<file path="src/common/neander_cfg.svh">
`ifndef NEANDER_CFG_SVH
`define NEANDER_CFG_SVH

// --------------------
// Core widths
// --------------------

// Data word width
`define NEANDER_DATA_W 8

// Memory address width, 256 bytes
`define NEANDER_ADDR_W 8

// --------------------
// Start-up and special encodings
// --------------------

// First fetch address after reset
`define NEANDER_RESET_PC 'h00

// Opcode nibble that stops the core
`define NEANDER_HLT_OP 4'hF

`endif

</file>
<file path="src/common/isa_pkg.sv">
`include "neander_cfg.svh"

package isa_pkg;

    // One data word
    typedef logic [`NEANDER_DATA_W-1:0] byte_t;

    // --------------------
    // Opcodes, upper nibble of the instruction byte
    // --------------------
    typedef enum logic [3:0] {
        OP_NOP = 4'h0,
        OP_STA = 4'h1,              // Store AC
        OP_LDA = 4'h2,
        OP_ADD = 4'h3,              // Wraps mod 256
        OP_OR  = 4'h4,
        OP_AND = 4'h5,
        OP_NOT = 4'h6,              // Operates on AC only
        OP_LDX = 4'h7,              // X from operand byte
        OP_JMP = 4'h8,
        OP_JN  = 4'h9,
        OP_JZ  = 4'hA,
        OP_INX = 4'hB,
        OP_TAX = 4'hC,
        OP_TXA = 4'hD,
        OP_HLT = `NEANDER_HLT_OP    // Code E is left unnamed, runs as NOP
    } opcode_e;

    // Instruction byte layout
    typedef struct packed {
        opcode_e    opcode;
        logic [3:0] sub;            // Bit 0 selects indexing by X
    } instr_t;

    // Position of the index flag in sub
    localparam int unsigned IDX_BIT = 0;

    // Two-byte instructions, the second byte is an address or jump target
    function automatic logic has_operand(opcode_e op);
        return op inside {OP_STA, OP_LDA, OP_ADD, OP_OR, OP_AND,
                          OP_LDX, OP_JMP, OP_JN, OP_JZ};
    endfunction

endpackage

</file>
<file path="src/common/core_pkg.sv">
`include "neander_cfg.svh"

package core_pkg;

    // --------------------
    // ALU operations
    // --------------------
    typedef enum logic [2:0] {
        ALU_PASS_B     = 3'd0,      // Memory data straight through, LDA
        ALU_ADD        = 3'd1,
        ALU_OR         = 3'd2,
        ALU_AND        = 3'd3,
        ALU_NOT_A      = 3'd4,      // Complement of AC
        ALU_INC_X_PASS = 3'd5,      // AC held while X counts up
        ALU_PASS_X     = 3'd6       // TXA
    } alu_op_e;

    // --------------------
    // Control word, one per cycle
    // --------------------
    typedef struct packed {
        logic    pc_inc;
        logic    pc_load;           // PC from memory data, jumps
        logic    rem_load;
        logic    rem_from_pc;       // Else REM from RDM
        logic    rdm_load;
        logic    ri_load;
        logic    x_load;
        logic    x_from_ac;         // Else X from memory data
        logic    x_inc;
        logic    index_en;          // Address is REM plus X
        logic    ac_load;
        logic    nz_load;
        alu_op_e alu_op;
    } ctrl_t;

    // Datapath state seen by the FSM
    typedef struct packed {
        isa_pkg::instr_t instr;
        logic            flag_n;
        logic            flag_z;
    } status_t;

    // Memory port, read data returns one cycle after re
    typedef struct packed {
        logic [`NEANDER_ADDR_W-1:0] addr;
        isa_pkg::byte_t             wdata;
        logic                       we;
        logic                       re;
    } mem_req_t;

endpackage

</file>
<file path="src/datapath/accum_unit.sv">
`timescale 1ns/100ps

module accum_unit (
    input  logic            clk,
    input  logic            reset,
    input  core_pkg::ctrl_t ctrl,
    input  isa_pkg::byte_t  mem_rdata,
    input  isa_pkg::byte_t  x,
    output isa_pkg::byte_t  ac,
    output logic            flag_n,
    output logic            flag_z
);
    import isa_pkg::*;
    import core_pkg::*;

    byte_t alu_b;       // Second ALU operand
    byte_t alu_res;     // AC input

    // --------------------
    // Operand select
    // --------------------
    // X only for TXA, memory data otherwise
    assign alu_b = (ctrl.alu_op == ALU_PASS_X) ? x : mem_rdata;

    // --------------------
    // ALU
    // --------------------
    always_comb begin
        case (ctrl.alu_op)
            ALU_PASS_B,
            ALU_PASS_X: alu_res = alu_b;
            ALU_ADD:    alu_res = ac + alu_b;   // Carry dropped
            ALU_OR:     alu_res = ac | alu_b;
            ALU_AND:    alu_res = ac & alu_b;
            ALU_NOT_A:  alu_res = ~ac;
            default:    alu_res = ac;           // INX and spare code keep AC
        endcase
    end

    // --------------------
    // Accumulator and flags
    // --------------------
    always_ff @(posedge clk or posedge reset) begin
        if (reset) begin
            ac     <= '0;
            flag_n <= 1'b0;
            flag_z <= 1'b1;                     // Matches AC of zero
        end else begin
            if (ctrl.ac_load)
                ac <= alu_res;
            if (ctrl.nz_load) begin
                flag_n <= alu_res[$bits(byte_t)-1];     // Sign of loaded value
                flag_z <= (alu_res == '0);
            end
        end
    end

endmodule

</file>
<file path="src/datapath/address_unit.sv">
`timescale 1ns/100ps
`include "neander_cfg.svh"

module address_unit (
    input  logic            clk,
    input  logic            reset,
    input  core_pkg::ctrl_t ctrl,
    input  isa_pkg::byte_t  mem_rdata,
    input  isa_pkg::byte_t  ac,
    output isa_pkg::instr_t instr,
    output isa_pkg::byte_t  mem_addr,
    output isa_pkg::byte_t  x
);
    import isa_pkg::*;

    byte_t  pc;
    byte_t  rem;        // Memory address register
    byte_t  rdm;        // Memory data register, operand address
    instr_t ri;
    byte_t  rem_in;
    byte_t  x_in;

    assign instr  = ri;
    assign rem_in = ctrl.rem_from_pc ? pc : rdm;
    assign x_in   = ctrl.x_from_ac ? ac : mem_rdata;   // TAX or LDX

    // Effective address, sum wraps at 256
    assign mem_addr = ctrl.index_en ? byte_t'(rem + x) : rem;

    // --------------------
    // Program counter
    // --------------------
    always_ff @(posedge clk or posedge reset) begin
        if (reset)
            pc <= byte_t'(`NEANDER_RESET_PC);
        else if (ctrl.pc_load)
            pc <= mem_rdata;            // Jump target straight from memory
        else if (ctrl.pc_inc)
            pc <= pc + byte_t'(1);
    end

    // --------------------
    // REM, RI and X
    // --------------------
    always_ff @(posedge clk or posedge reset) begin
        if (reset) begin
            rem <= '0;
            ri  <= '0;                  // NOP, nothing to finish in the first ADDR
            x   <= '0;
        end else begin
            if (ctrl.rem_load)
                rem <= rem_in;
            if (ctrl.ri_load)
                ri <= instr_t'(mem_rdata);
            if (ctrl.x_load)
                x <= x_in;
            else if (ctrl.x_inc)
                x <= x + byte_t'(1);    // INX
        end
    end

    // Operand register
    always_ff @(posedge clk or posedge reset) begin
        if (reset)
            rdm <= '0;
        else if (ctrl.rdm_load)
            rdm <= mem_rdata;
    end

    // Sequencer never loads and counts PC in one cycle
    a_pc_strobes: assert property (@(posedge clk) disable iff (reset)
        !(ctrl.pc_load && ctrl.pc_inc));

endmodule

</file>
<file path="src/hw/control_unit.sv">
`timescale 1ns/100ps

module control_unit (
    input  logic              clk,
    input  logic              reset,
    input  core_pkg::status_t status,
    output core_pkg::ctrl_t   ctrl,
    output logic              mem_re,
    output logic              mem_we,
    output logic              halted
);
    import isa_pkg::*;
    import core_pkg::*;

    // One cycle per state
    typedef enum logic [3:0] {
        S_ADDR,         // REM from PC, finishes memory ALU ops
        S_READ,         // Instruction read
        S_LOAD_RI,      // RI from memory, REM from PC
        S_OP_READ,      // Operand read, or run a one-byte op and read the next one
        S_OP_LOAD,      // Operand into RDM, X or PC
        S_EA_ADDR,      // REM from RDM
        S_EXEC_READ,
        S_EXEC_WRITE,
        S_HALT
    } state_e;

    state_e  state;
    state_e  state_nxt;
    opcode_e op;
    logic    alu_mem_op;    // LDA, ADD, OR, AND
    logic    mem_op;        // Above plus STA
    logic    indexed;
    logic    jump_taken;
    alu_op_e alu_sel;

    assign op         = status.instr.opcode;
    assign alu_mem_op = op inside {OP_LDA, OP_ADD, OP_OR, OP_AND};
    assign mem_op     = alu_mem_op || (op == OP_STA);
    assign indexed    = mem_op && status.instr.sub[IDX_BIT];   // Ignored elsewhere
    assign halted     = (state == S_HALT);

    // --------------------
    // Decode
    // --------------------
    always_comb begin
        case (op)
            OP_JMP:  jump_taken = 1'b1;
            OP_JN:   jump_taken = status.flag_n;
            OP_JZ:   jump_taken = status.flag_z;
            default: jump_taken = 1'b0;
        endcase
    end

    always_comb begin
        case (op)
            OP_ADD:  alu_sel = ALU_ADD;
            OP_OR:   alu_sel = ALU_OR;
            OP_AND:  alu_sel = ALU_AND;
            OP_NOT:  alu_sel = ALU_NOT_A;
            OP_INX:  alu_sel = ALU_INC_X_PASS;
            OP_TXA:  alu_sel = ALU_PASS_X;
            default: alu_sel = ALU_PASS_B;  // LDA
        endcase
    end

    // --------------------
    // Sequencer
    // --------------------
    always_comb begin
        ctrl      = '0;
        mem_re    = 1'b0;
        mem_we    = 1'b0;
        state_nxt = state;
        case (state)
            S_ADDR: begin
                ctrl.rem_load    = 1'b1;
                ctrl.rem_from_pc = 1'b1;
                if (alu_mem_op) begin       // Data from EXEC_READ is on the bus now
                    ctrl.ac_load = 1'b1;
                    ctrl.nz_load = 1'b1;
                    ctrl.alu_op  = alu_sel;
                end
                state_nxt = S_READ;
            end
            S_READ: begin
                mem_re      = 1'b1;
                ctrl.pc_inc = 1'b1;
                state_nxt   = S_LOAD_RI;
            end
            S_LOAD_RI: begin
                ctrl.ri_load     = 1'b1;
                ctrl.rem_load    = 1'b1;    // Operand or next instruction address
                ctrl.rem_from_pc = 1'b1;
                state_nxt        = S_OP_READ;
            end
            S_OP_READ: begin
                if (op == OP_HLT) begin
                    state_nxt = S_HALT;
                end else begin
                    mem_re      = 1'b1;
                    ctrl.pc_inc = 1'b1;
                    if (has_operand(op)) begin
                        state_nxt = S_OP_LOAD;
                    end else begin
                        // One-byte op runs here, the read fetches what follows
                        case (op)
                            OP_NOT, OP_TXA: begin
                                ctrl.ac_load = 1'b1;
                                ctrl.nz_load = 1'b1;
                                ctrl.alu_op  = alu_sel;
                            end
                            OP_INX: begin
                                ctrl.x_inc  = 1'b1;
                                ctrl.alu_op = alu_sel;
                            end
                            OP_TAX: begin
                                ctrl.x_load    = 1'b1;
                                ctrl.x_from_ac = 1'b1;
                            end
                            default: ;              // NOP and code E
                        endcase
                        state_nxt = S_LOAD_RI;
                    end
                end
            end
            S_OP_LOAD: begin
                if (mem_op) begin
                    ctrl.rdm_load = 1'b1;
                    state_nxt     = S_EA_ADDR;
                end else begin
                    ctrl.x_load  = (op == OP_LDX);
                    ctrl.pc_load = jump_taken;
                    state_nxt    = S_ADDR;
                end
            end
            S_EA_ADDR: begin
                ctrl.rem_load = 1'b1;               // Operand address from RDM
                state_nxt     = (op == OP_STA) ? S_EXEC_WRITE : S_EXEC_READ;
            end
            S_EXEC_READ: begin
                mem_re        = 1'b1;
                ctrl.index_en = indexed;
                state_nxt     = S_ADDR;
            end
            S_EXEC_WRITE: begin
                mem_we        = 1'b1;
                ctrl.index_en = indexed;
                state_nxt     = S_ADDR;
            end
            default: state_nxt = S_HALT;            // Held until reset
        endcase
    end

    always_ff @(posedge clk or posedge reset) begin
        if (reset)
            state <= S_ADDR;
        else
            state <= state_nxt;
    end

    // Single memory port
    a_re_we_excl: assert property (@(posedge clk) disable iff (reset)
        !(mem_re && mem_we));

    // Halt is sticky and the core stays quiet
    a_halt_quiet: assert property (@(posedge clk) disable iff (reset)
        halted |=> halted && (ctrl == '0) && !mem_re && !mem_we);

endmodule

</file>
<file path="src/hw/neander_top.sv">
`timescale 1ns/100ps

module neander_top (
    input  logic               clk,
    input  logic               reset,
    input  isa_pkg::byte_t     mem_rdata,
    output core_pkg::mem_req_t mem_req,
    output logic               halted
);
    import isa_pkg::*;
    import core_pkg::*;

    ctrl_t   ctrl;          // Shared by both datapath units
    status_t status;
    instr_t  instr;
    byte_t   ac;
    byte_t   x;
    byte_t   mem_addr;
    logic    flag_n;
    logic    flag_z;
    logic    mem_re;
    logic    mem_we;

    // Status toward the FSM
    assign status = status_t'{instr: instr, flag_n: flag_n, flag_z: flag_z};

    // Memory request, address and data from the datapath, strobes from control
    assign mem_req = mem_req_t'{addr: mem_addr, wdata: ac, we: mem_we, re: mem_re};

    // --------------------
    // Control
    // --------------------
    control_unit control_i (
        .clk    (clk),
        .reset  (reset),
        .status (status),
        .ctrl   (ctrl),
        .mem_re (mem_re),
        .mem_we (mem_we),
        .halted (halted)
    );

    // --------------------
    // Datapath
    // --------------------
    address_unit address_i (
        .clk       (clk),
        .reset     (reset),
        .ctrl      (ctrl),
        .mem_rdata (mem_rdata),
        .ac        (ac),            // TAX source
        .instr     (instr),
        .mem_addr  (mem_addr),
        .x         (x)
    );

    accum_unit accum_i (
        .clk       (clk),
        .reset     (reset),
        .ctrl      (ctrl),
        .mem_rdata (mem_rdata),
        .x         (x),             // TXA source
        .ac        (ac),
        .flag_n    (flag_n),
        .flag_z    (flag_z)
    );

endmodule

</file>
<file path="config.mk">
export PLATFORM = sky130hd
export DESIGN_NAME = neander_top
export DESIGN_NICKNAME = d
export VERILOG_FILES = /design/src/common/isa_pkg.sv /design/src/common/core_pkg.sv /design/src/datapath/accum_unit.sv /design/src/datapath/address_unit.sv /design/src/hw/control_unit.sv /design/src/hw/neander_top.sv
export VERILOG_INCLUDE_DIRS = /design/src /design/src/common
export SDC_FILE = /design/constraint.sdc
export NUM_CORES = 1
export LEC_CHECK = 0
export ABC_AREA = 1
export CELL_PAD_IN_SITES_DETAIL_PLACEMENT = 1
export CELL_PAD_IN_SITES_GLOBAL_PLACEMENT = 1
export CORE_ASPECT_RATIO = 0.6
export CORE_MARGIN = 2
export CORE_UTILIZATION = 52
export CTS_BUF_LIST = sky130_fd_sc_hd__clkbuf_4 sky130_fd_sc_hd__clkbuf_8
export DETAILED_ROUTE_END_ITERATION = 16
export DONT_BUFFER_PORTS = 1
export PLACE_DENSITY = 0.95
export SYNTH_ARGS = -nofsm -noshare
export SYNTH_HDL_FRONTEND = slang
export SYNTH_HIERARCHICAL = 1
export SYNTH_SLANG_ARGS = --single-unit
export TNS_END_PERCENT = 10
</file>
<file path="constraint.sdc">
create_clock -name clk -period 5.4 [get_ports clk]
set_input_delay 1.08 -clock clk [delete_from_list [all_inputs] [get_ports clk]]
set_output_delay 1.08 -clock clk [all_outputs]
set_load 0.01 [all_outputs]
</file>
; ---- Yosys cells after proc, flatten, opt, wreduce, memory -nomap -nowiden
; Cells that the tools add are included.
[op_classes]
order_cmp = 0
n_mux = 41
multipliers = 0
div = 0
n_eq_ne = 27
n_shift = 0
n_reduce_logical = 16
addsub = 4
n_bitwise = 3
[op_table]
columns = cell, count
row1 = $mux W8, 8
row2 = $pmux W8 S5, 1
row3 = $eq A4 B3 Y1 const B, 8
row4 = $eq A4 B4 Y1 const B, 8
row5 = $pmux W4 S7, 1
row6 = $pmux W3 S6, 1
row7 = $add A8 B1 Y8 const B, 2
row8 = $add A8 B8 Y8, 2
row9 = $eq A4 B2 Y1 const B, 4
row10 = $mux W3, 5
row11 = $mux W5, 3
row12 = $mux W1, 13
row13 = $pmux W5 S2, 1
row14 = $reduce_or A2 Y1, 5
row15 = $reduce_bool A9 Y1, 1
row16 = $and A8 B8 Y8, 1
row17 = $eq A4 B1 Y1 const B, 2
row18 = $logic_not A8 Y1, 1
row19 = $not A8 Y8, 1
row20 = $or A8 B8 Y8, 1
row21 = $eq A3 B2 Y1 const B, 2
row22 = $eq A3 B3 Y1 const B, 2
row23 = $mux W2, 3
row24 = $pmux W1 S2, 3
row25 = 10 further kinds, 12
[totals]
ram_bits = 0
register_bits = 51
latchBits = 0
in_bits = 10
output_inout_bits = 19
mem_bits_ro = 0
mem_count = 0
elab_cells = 101

; ---- Depth between registers and ports, before layout
; Gate-level depths: netlist of the first run.
[depth]
word_depth = 11
mapped_depth = 25

; ---- Modules after synthesis
; The synthesis of the first run kept the hierarchy.
[modules_own_cells]
columns = mod, instances, cells_each, seq_area_each_um2, area_per_inst_um2
row1 = address_unit, 1, 312, 1001.0, 2431.1
row2 = accum_unit, 1, 248, 251.5, 1463.9
row3 = control_unit, 1, 93, 100.1, 508.0
row4 = neander_top, 1, 2, 0.0, 15.0

; ---- Worst setup path before layout of the first run
; Ideal clock, no wire load.
[synth_path]
kind = flip-flop to flip-flop
start = register control_i.state[1]
end = register accum_i.flag_z
path_stages_with_launch = 22
setup_time_ns = 0.060
path_slack_ns = 2.304
path_buffers = 1
t_required_ns = 5.340
arrival_time_ns = 3.036
path_cell_list = dfrtp_1 -> nor2_1 -> nand2_1 -> o22ai_1 -> inv_2 -> nor2_4 -> nand2_4 -> buf_6 -> nand2_2 -> o21ai_2 -> ha_1 -> fa_1 -> or2_2 -> nand3_1 -> o21ai_0 -> nor2_1 -> nand2_1 -> nor2_1 -> nand2_1 -> nor2_1 -> nand2_1 -> nand2_1
[synth_rtl]
columns = element, line_no
row1 = "start, declared", control_unit.sv:28  ; state_e state;
row2 = "start signal, assigned", control_unit.sv:159  ; state <= state_nxt;
row3 = "end signal, assigned", accum_unit.sv:53  ; flag_z <= (alu_res == '0);
row4 = "end, declared", accum_unit.sv:11  ; output logic flag_z

==> flow_metrics.tcl, run 1 <==
set metrics [dict create \
    crit_path_end_kind "flip-flop" \
    post-route-period-util 0.679 \
    gr-usage-met2 0.551 \
    cts.repair.resized 0 \
    nets 681 \
    rows 25 \
    synthCells 648 \
    syn_nets 685 \
    use_met3 0.0736 \
    dp_hpwl_um 12000 \
    fin_crit_ns 3.66 \
    critPathArrivalTime_ns 3.85 \
    antenna_cells 0 \
    antenna_found_initial 0 \
    power.leakage_nw 2.38 \
    clock.fmax_ghz 0.273 \
    gp_congestion 0.972 \
    tightest_slew_ns 1.02 \
    worst-setup-path-type "flip-flop to flip-flop" \
    slew_viol_final 0 \
    netlist_area_sq_mm 0.00431 \
    regToRegStartpoint "control_i/state[0]$_DFF_PP0_" \
    cts_hold_buf 0 \
    grt.busiest_layer "met2" \
    area_delta_synth_final_pct 4.03 \
    wl_um 15100 \
    insertion_delay_ns 0.32 \
    worstSetupStartpointType "flip-flop" \
    start_util 0.543 \
    grt_pass1_wl_um 23700 \
    fin_skew_ns 0.00922 \
    core_area_sq_mm 0.00795 \
    antenna_left 0 \
    whs_ns 0.514 \
    clk_pin_slew_ns 0.10 \
    hold_class "primary input to async pin" \
    portBuffers 0 \
    gr-total-overflow 0 \
    final_layout_size_suffix_gt1_frac 0.0868 \
    drt_iter0_markers 344 \
    drt-wirelength-per-cell_um 20.1 \
    cts_buffer_depth 2 \
    ioPinCount 29 \
    crit_fanout 15 \
    postCtsSetupBuffers 0 \
    cp.required_ns 5.59 \
    cap_viol_max_count 0 \
    htreeDepth 2 \
    power_density_mw_per_mm2 592 \
    ys_warn_count 6 \
    setup_violations 0 \
    die_area_sq_mm 0.00906 \
    firstDrtPassIters 7 \
    root_buffer "clkbuf_8" \
    grt_use_total 0.347 \
    hold_viol_final 0 \
    route.detailed.drc 0 \
    via_count 4495 \
    syn_avg_cell_area_sq_um 6.65 \
    vias_per_cell 5.97 \
    critPathLaunch "control_i/state[0]$_DFF_PP0_" \
    die_x_um 122 \
    die_h_um 74.5 \
    cts_buffers 5 \
    slew_headroom 0.315 \
    ir_worst_vdd_v 0.000284 \
    grt_max_degree 38 \
    tns_ns 0 \
    rsz0062_at_grt "no" \
    cts_tree "yes" \
    status "completed" \
    clock-sinks 51 \
    use_met1 0.495 \
    grt_pass1_vias 4482 \
]
per-stage QoR:
step / power [mW] / std cells / cell area (sq um) / util / worst slack, ns
2_1_floorplan: 1.87 / 648 / 4310 / - / 2.30
3_3_place_gp: 2.18 / 745 / 4370 / 0.550 / 2.12
3_5_place_dp: 2.31 / 745 / 4370 / 0.550 / 1.85
4_1_cts: 2.61 / 753 / 4490 / 0.565 / 1.79
5_1_grt: 2.86 / 753 / 4490 / 0.565 / 1.50
6_report: 2.66 / 753 / 4490 / 0.565 / 1.74
area by class of cell:
| cell class | count | area, sq um |
|---|---|---|
| fill | 1094 | 3460 |
| multi-input combinational | 476 | 2530 |
| sequential | 51 | 1280 |
| inverter | 108 | 408 |
| tap | 108 | 135 |
| clock buffer | 6 | 82.6 |
| clock inverter | 2 | 35.0 |
| timing repair buffer | 2 | 15.0 |
placed cells by master, fill, tap and decap left out, drive strengths merged, types with 2 or more instances in the layout:
cell type and n:
nand4 4, o211ai 5, a21oi 23, a22oi 5, or2 6, nor3 4
buf 2, o221ai 2, fa 2, nand3 49, nand3b 7, o22ai 5
inv 108, xor2 4, ha 25, clkbuf 6, nand2 195, mux2 7
nor2 72, o21ai 53, a31oi 2, dfrtp 50, o31ai 2
report_power, final:
part / internal (mW) / leakage, nW / total (mW) / switching (mW)
Sequential: 0.557 / 0.601 / 0.808 / 0.251
Clock: 0.150 / 0.0612 / 0.291 / 0.141
Combinational: 0.499 / 1.71 / 1.56 / 1.06
Total: 1.21 / 2.38 / 2.66 / 1.45
sequential cells by signal (all words and copies together), names as in the netlist:
signal           flops
address_i/rdm        8
accum_i/flag_z       1
address_i/x          8
control_i/state      4
address_i/instr      5
address_i/pc         8
accum_i/flag_n       1
accum_i/ac           8
address_i/rem        8
path summary, 6_finish.rpt:
check	cells past startpoint	slack (ns)	end
min in group clk	2	0.52	accum_i/flag_z$_DFFE_PP1P_
max in group asynchronous	2	4.28	address_i/rem[1]$_DFFE_PP0P_
worst max register to register	19	1.74	accum_i/ac[6]$_DFFE_PP0P_
worst min register to register	2	0.52	accum_i/flag_z$_DFFE_PP1P_
worst max-delay path	19	1.74	accum_i/ac[6]$_DFFE_PP0P_
worst min-delay path	1	0.51	control_i/state[1]$_DFF_PP0_
layer usage:
metal  wire (um)  vias to the layer above
li1            -                     2045
met4         270                        0
met2        6530                      211
met1        6940                     2209
met5           0                        -
met3        1370                       30
worst max-delay path: stages (launching register included):
cell and delay [ns]:
dfrtp_1 0.48, nor2_1 0.26, nand2_1 0.11, o22ai_1 0.35, inv_2 0.10, nor2_4 0.18
nand2_4 0.19, nand2_2 0.13, o21ai_2 0.09, ha_1 0.23, fa_1 0.41, nand2_1 0.10
nand2_1 0.10, nand3b_1 0.13, nand2_1 0.06, nand2_1 0.05, nand3_1 0.06, nand2_1 0.09
nand2_1 0.06, o21ai_0 0.33
Power figures use the tool's default switching activity.
==> run 2: changes to the inputs <==
--- a/config.mk
+++ b/config.mk
@@ -11,11 +11,11 @@
 export CELL_PAD_IN_SITES_GLOBAL_PLACEMENT = 1
 export CORE_ASPECT_RATIO = 0.6
 export CORE_MARGIN = 2
-export CORE_UTILIZATION = 52
+export CORE_UTILIZATION = 43
 export CTS_BUF_LIST = sky130_fd_sc_hd__clkbuf_4 sky130_fd_sc_hd__clkbuf_8
 export DETAILED_ROUTE_END_ITERATION = 16
 export DONT_BUFFER_PORTS = 1
-export PLACE_DENSITY = 0.95
+export PLACE_DENSITY = 0.88
 export SYNTH_ARGS = -nofsm -noshare
 export SYNTH_HDL_FRONTEND = slang
 export SYNTH_HIERARCHICAL = 1
==> constraint.sdc (replaced) <==
create_clock -name clk -period 3.33 [get_ports clk]
set_input_delay 0.666 -clock clk [delete_from_list [all_inputs] [get_ports clk]]
set_output_delay 0.666 -clock clk [all_outputs]
set_load 0.01 [all_outputs]
==> flow_metrics.tcl, run 2 (synthesis results as in run 1) <==
set metrics [dict create \
    power_density_mw_per_mm2 944 \
    gp_congestion 0.888 \
    start_util 0.440 \
    cts_tree "yes" \
    htreeDepth 2 \
    drt-wirelength-per-cell_um 18.7 \
    hold_viol_final 0 \
    nets 693 \
    insertion_delay_ns 0.33 \
    fin_skew_ns 0.00605 \
    cts_hold_buf 0 \
    mostFrequentLayoutCell "nand2_1" \
    dp_hpwl_um 11200 \
    post-route-period-util 0.950 \
    root_buffer "clkbuf_8" \
    die_x_um 133 \
    crit_fanout 11 \
    critPathArrivalTime_ns 3.45 \
    setup_violations 0 \
    core_area_sq_mm 0.00981 \
    ioPinCount 29 \
    nFillCells 1325 \
    cp.required_ns 3.61 \
    power.leakage_nw 2.45 \
    final_layout_size_suffix_gt1_frac 0.137 \
    worstSetupStartpointType "flip-flop" \
    critPathBufInv 3 \
    antenna_cells 0 \
    grt_max_degree 38 \
    cts_buffers 5 \
    antenna_found_initial 0 \
    regToRegStartpoint "address_i/instr[5]$_DFFE_PP0P_" \
    path_cells "inv_4, nand3_4, nand2_2, nand3_2, o21ai_4, nor2_4, nand2_4, buf_8, nand2_4, nand2_4, inv_1, ha_1, or2_2, nand3_1, nand3_1, nand3_1, nand2_1, nand2_1, nand2_1, nor2_1, nand2_1, nand2_1" \
    critPathTopFamily "simple AND/OR/NAND/NOR gates" \
    worst-setup-path-type "flip-flop to flip-flop" \
    tns_ns 0 \
    vias_per_cell 5.57 \
    ir_worst_vdd_v 0.000405 \
    grt_pass1_wl_um 22900 \
    wl_um 14800 \
    clk_pin_slew_ns 0.10 \
    via_count 4411 \
    die_area_sq_mm 0.0109 \
    portBuffers 0 \
    gr-total-overflow 0 \
    status "completed" \
    cap_viol_max_count 0 \
    clock.fmax_ghz 0.316 \
    crit_top_cell "nand2_1" \
    grt_pass1_vias 4398 \
    fin_crit_ns 3.16 \
    antenna_left 0 \
    firstDrtPassIters 5 \
    dp.cells 781 \
    mostFrequentLayoutCells "nand2_1, inv_1, nor2_1" \
    whs_ns 0.0861 \
    rows 28 \
    hold_class "primary input to async pin" \
    multi_input_area_sq_mm 0.00264 \
    slew_viol_final 0 \
    stdcell_count 792 \
    grt_use_total 0.272 \
    route.detailed.drc 0 \
    die_h_um 81.6 \
    slowest_stage "dfrtp_2" \
    cts_buffer_depth 2 \
    tightest_slew_ns 0.622 \
    clock-sinks 51 \
    slew_headroom 0.583 \
    area_delta_synth_final_pct 9.84 \
    crit_path_end_kind "flip-flop" \
    max_stage_delay_ns 0.48 \
    critPathLaunch "address_i/instr[5]$_DFFE_PP0P_" \
    seqCellArea_sq_mm 0.00128 \
    drt_iter0_markers 383 \
]
-- run 2: cell count changes in the layout (fill, tap and decap cells not counted), sizes merged --
cell and delta:
buf +12
-- run 2: timing repair --
item | CTS | global route
gates resized for setup | 1 | 30
endpoints found under the setup margin | 2 | 6
pin swaps | 0 | 3
setup buffers | 0 | 3
-- run 2: metrics by stage --
step	power, mW	worst slack (ns)	util	cell area (sq um)
after floorplan	3.03	0.234	-	4310
after CTS	4.25	0.00177	0.468	4590
after global placement	3.53	0.213	0.456	4470
after detailed placement	3.74	0.0386	0.456	4470
after global routing	4.86	-0.0330	0.483	4740
final	4.47	0.167	0.483	4740
-- run 2: layout make-up --
| type | count | area share |
|---|---|---|
| multi-input combinational | 476 | 0.558 |
| sequential | 51 | 0.271 |
| inverter | 108 | 0.0867 |
| clock buffer | 6 | 0.0174 |
| clock inverter | 2 | 0.00740 |
| timing repair buffer | 14 | 0.0238 |
| tap | 135 | 0.0357 |
-- run 2: worst paths after layout --
kind / to / slack, ns / cells past startpoint
worst max-delay path: accum_i/flag_z$_DFFE_PP1P_ / 0.17 / 22
worst min-delay path: control_i/state[2]$_DFF_PP0_ / 0.09 / 1
worst max register to register: accum_i/flag_z$_DFFE_PP1P_ / 0.17 / 22
worst min register to register: accum_i/flag_z$_DFFE_PP1P_ / 0.50 / 2
max in group asynchronous: address_i/instr[6]$_DFFE_PP0P_ / 2.64 / 2
min in group clk: address_i/rdm[0]$_DFFE_PP0P_ / 0.46 / 2
-- run 2: power breakdown --
group	total (mW)	switching (mW)	internal (mW)
registers	1.31	0.401	0.908
clock network	0.477	0.234	0.244
logic	2.68	1.77	0.917
total	4.47	2.40	2.07
-- run 2: layer usage --
layer  GRT usage  up-vias  routed length (um)
li1            -     2078                   -
met1       0.366     2164                6850
met2       0.444      153                6750
met3      0.0642       16                1060
met4      0.0766        0                 184
met5           0        -                   0
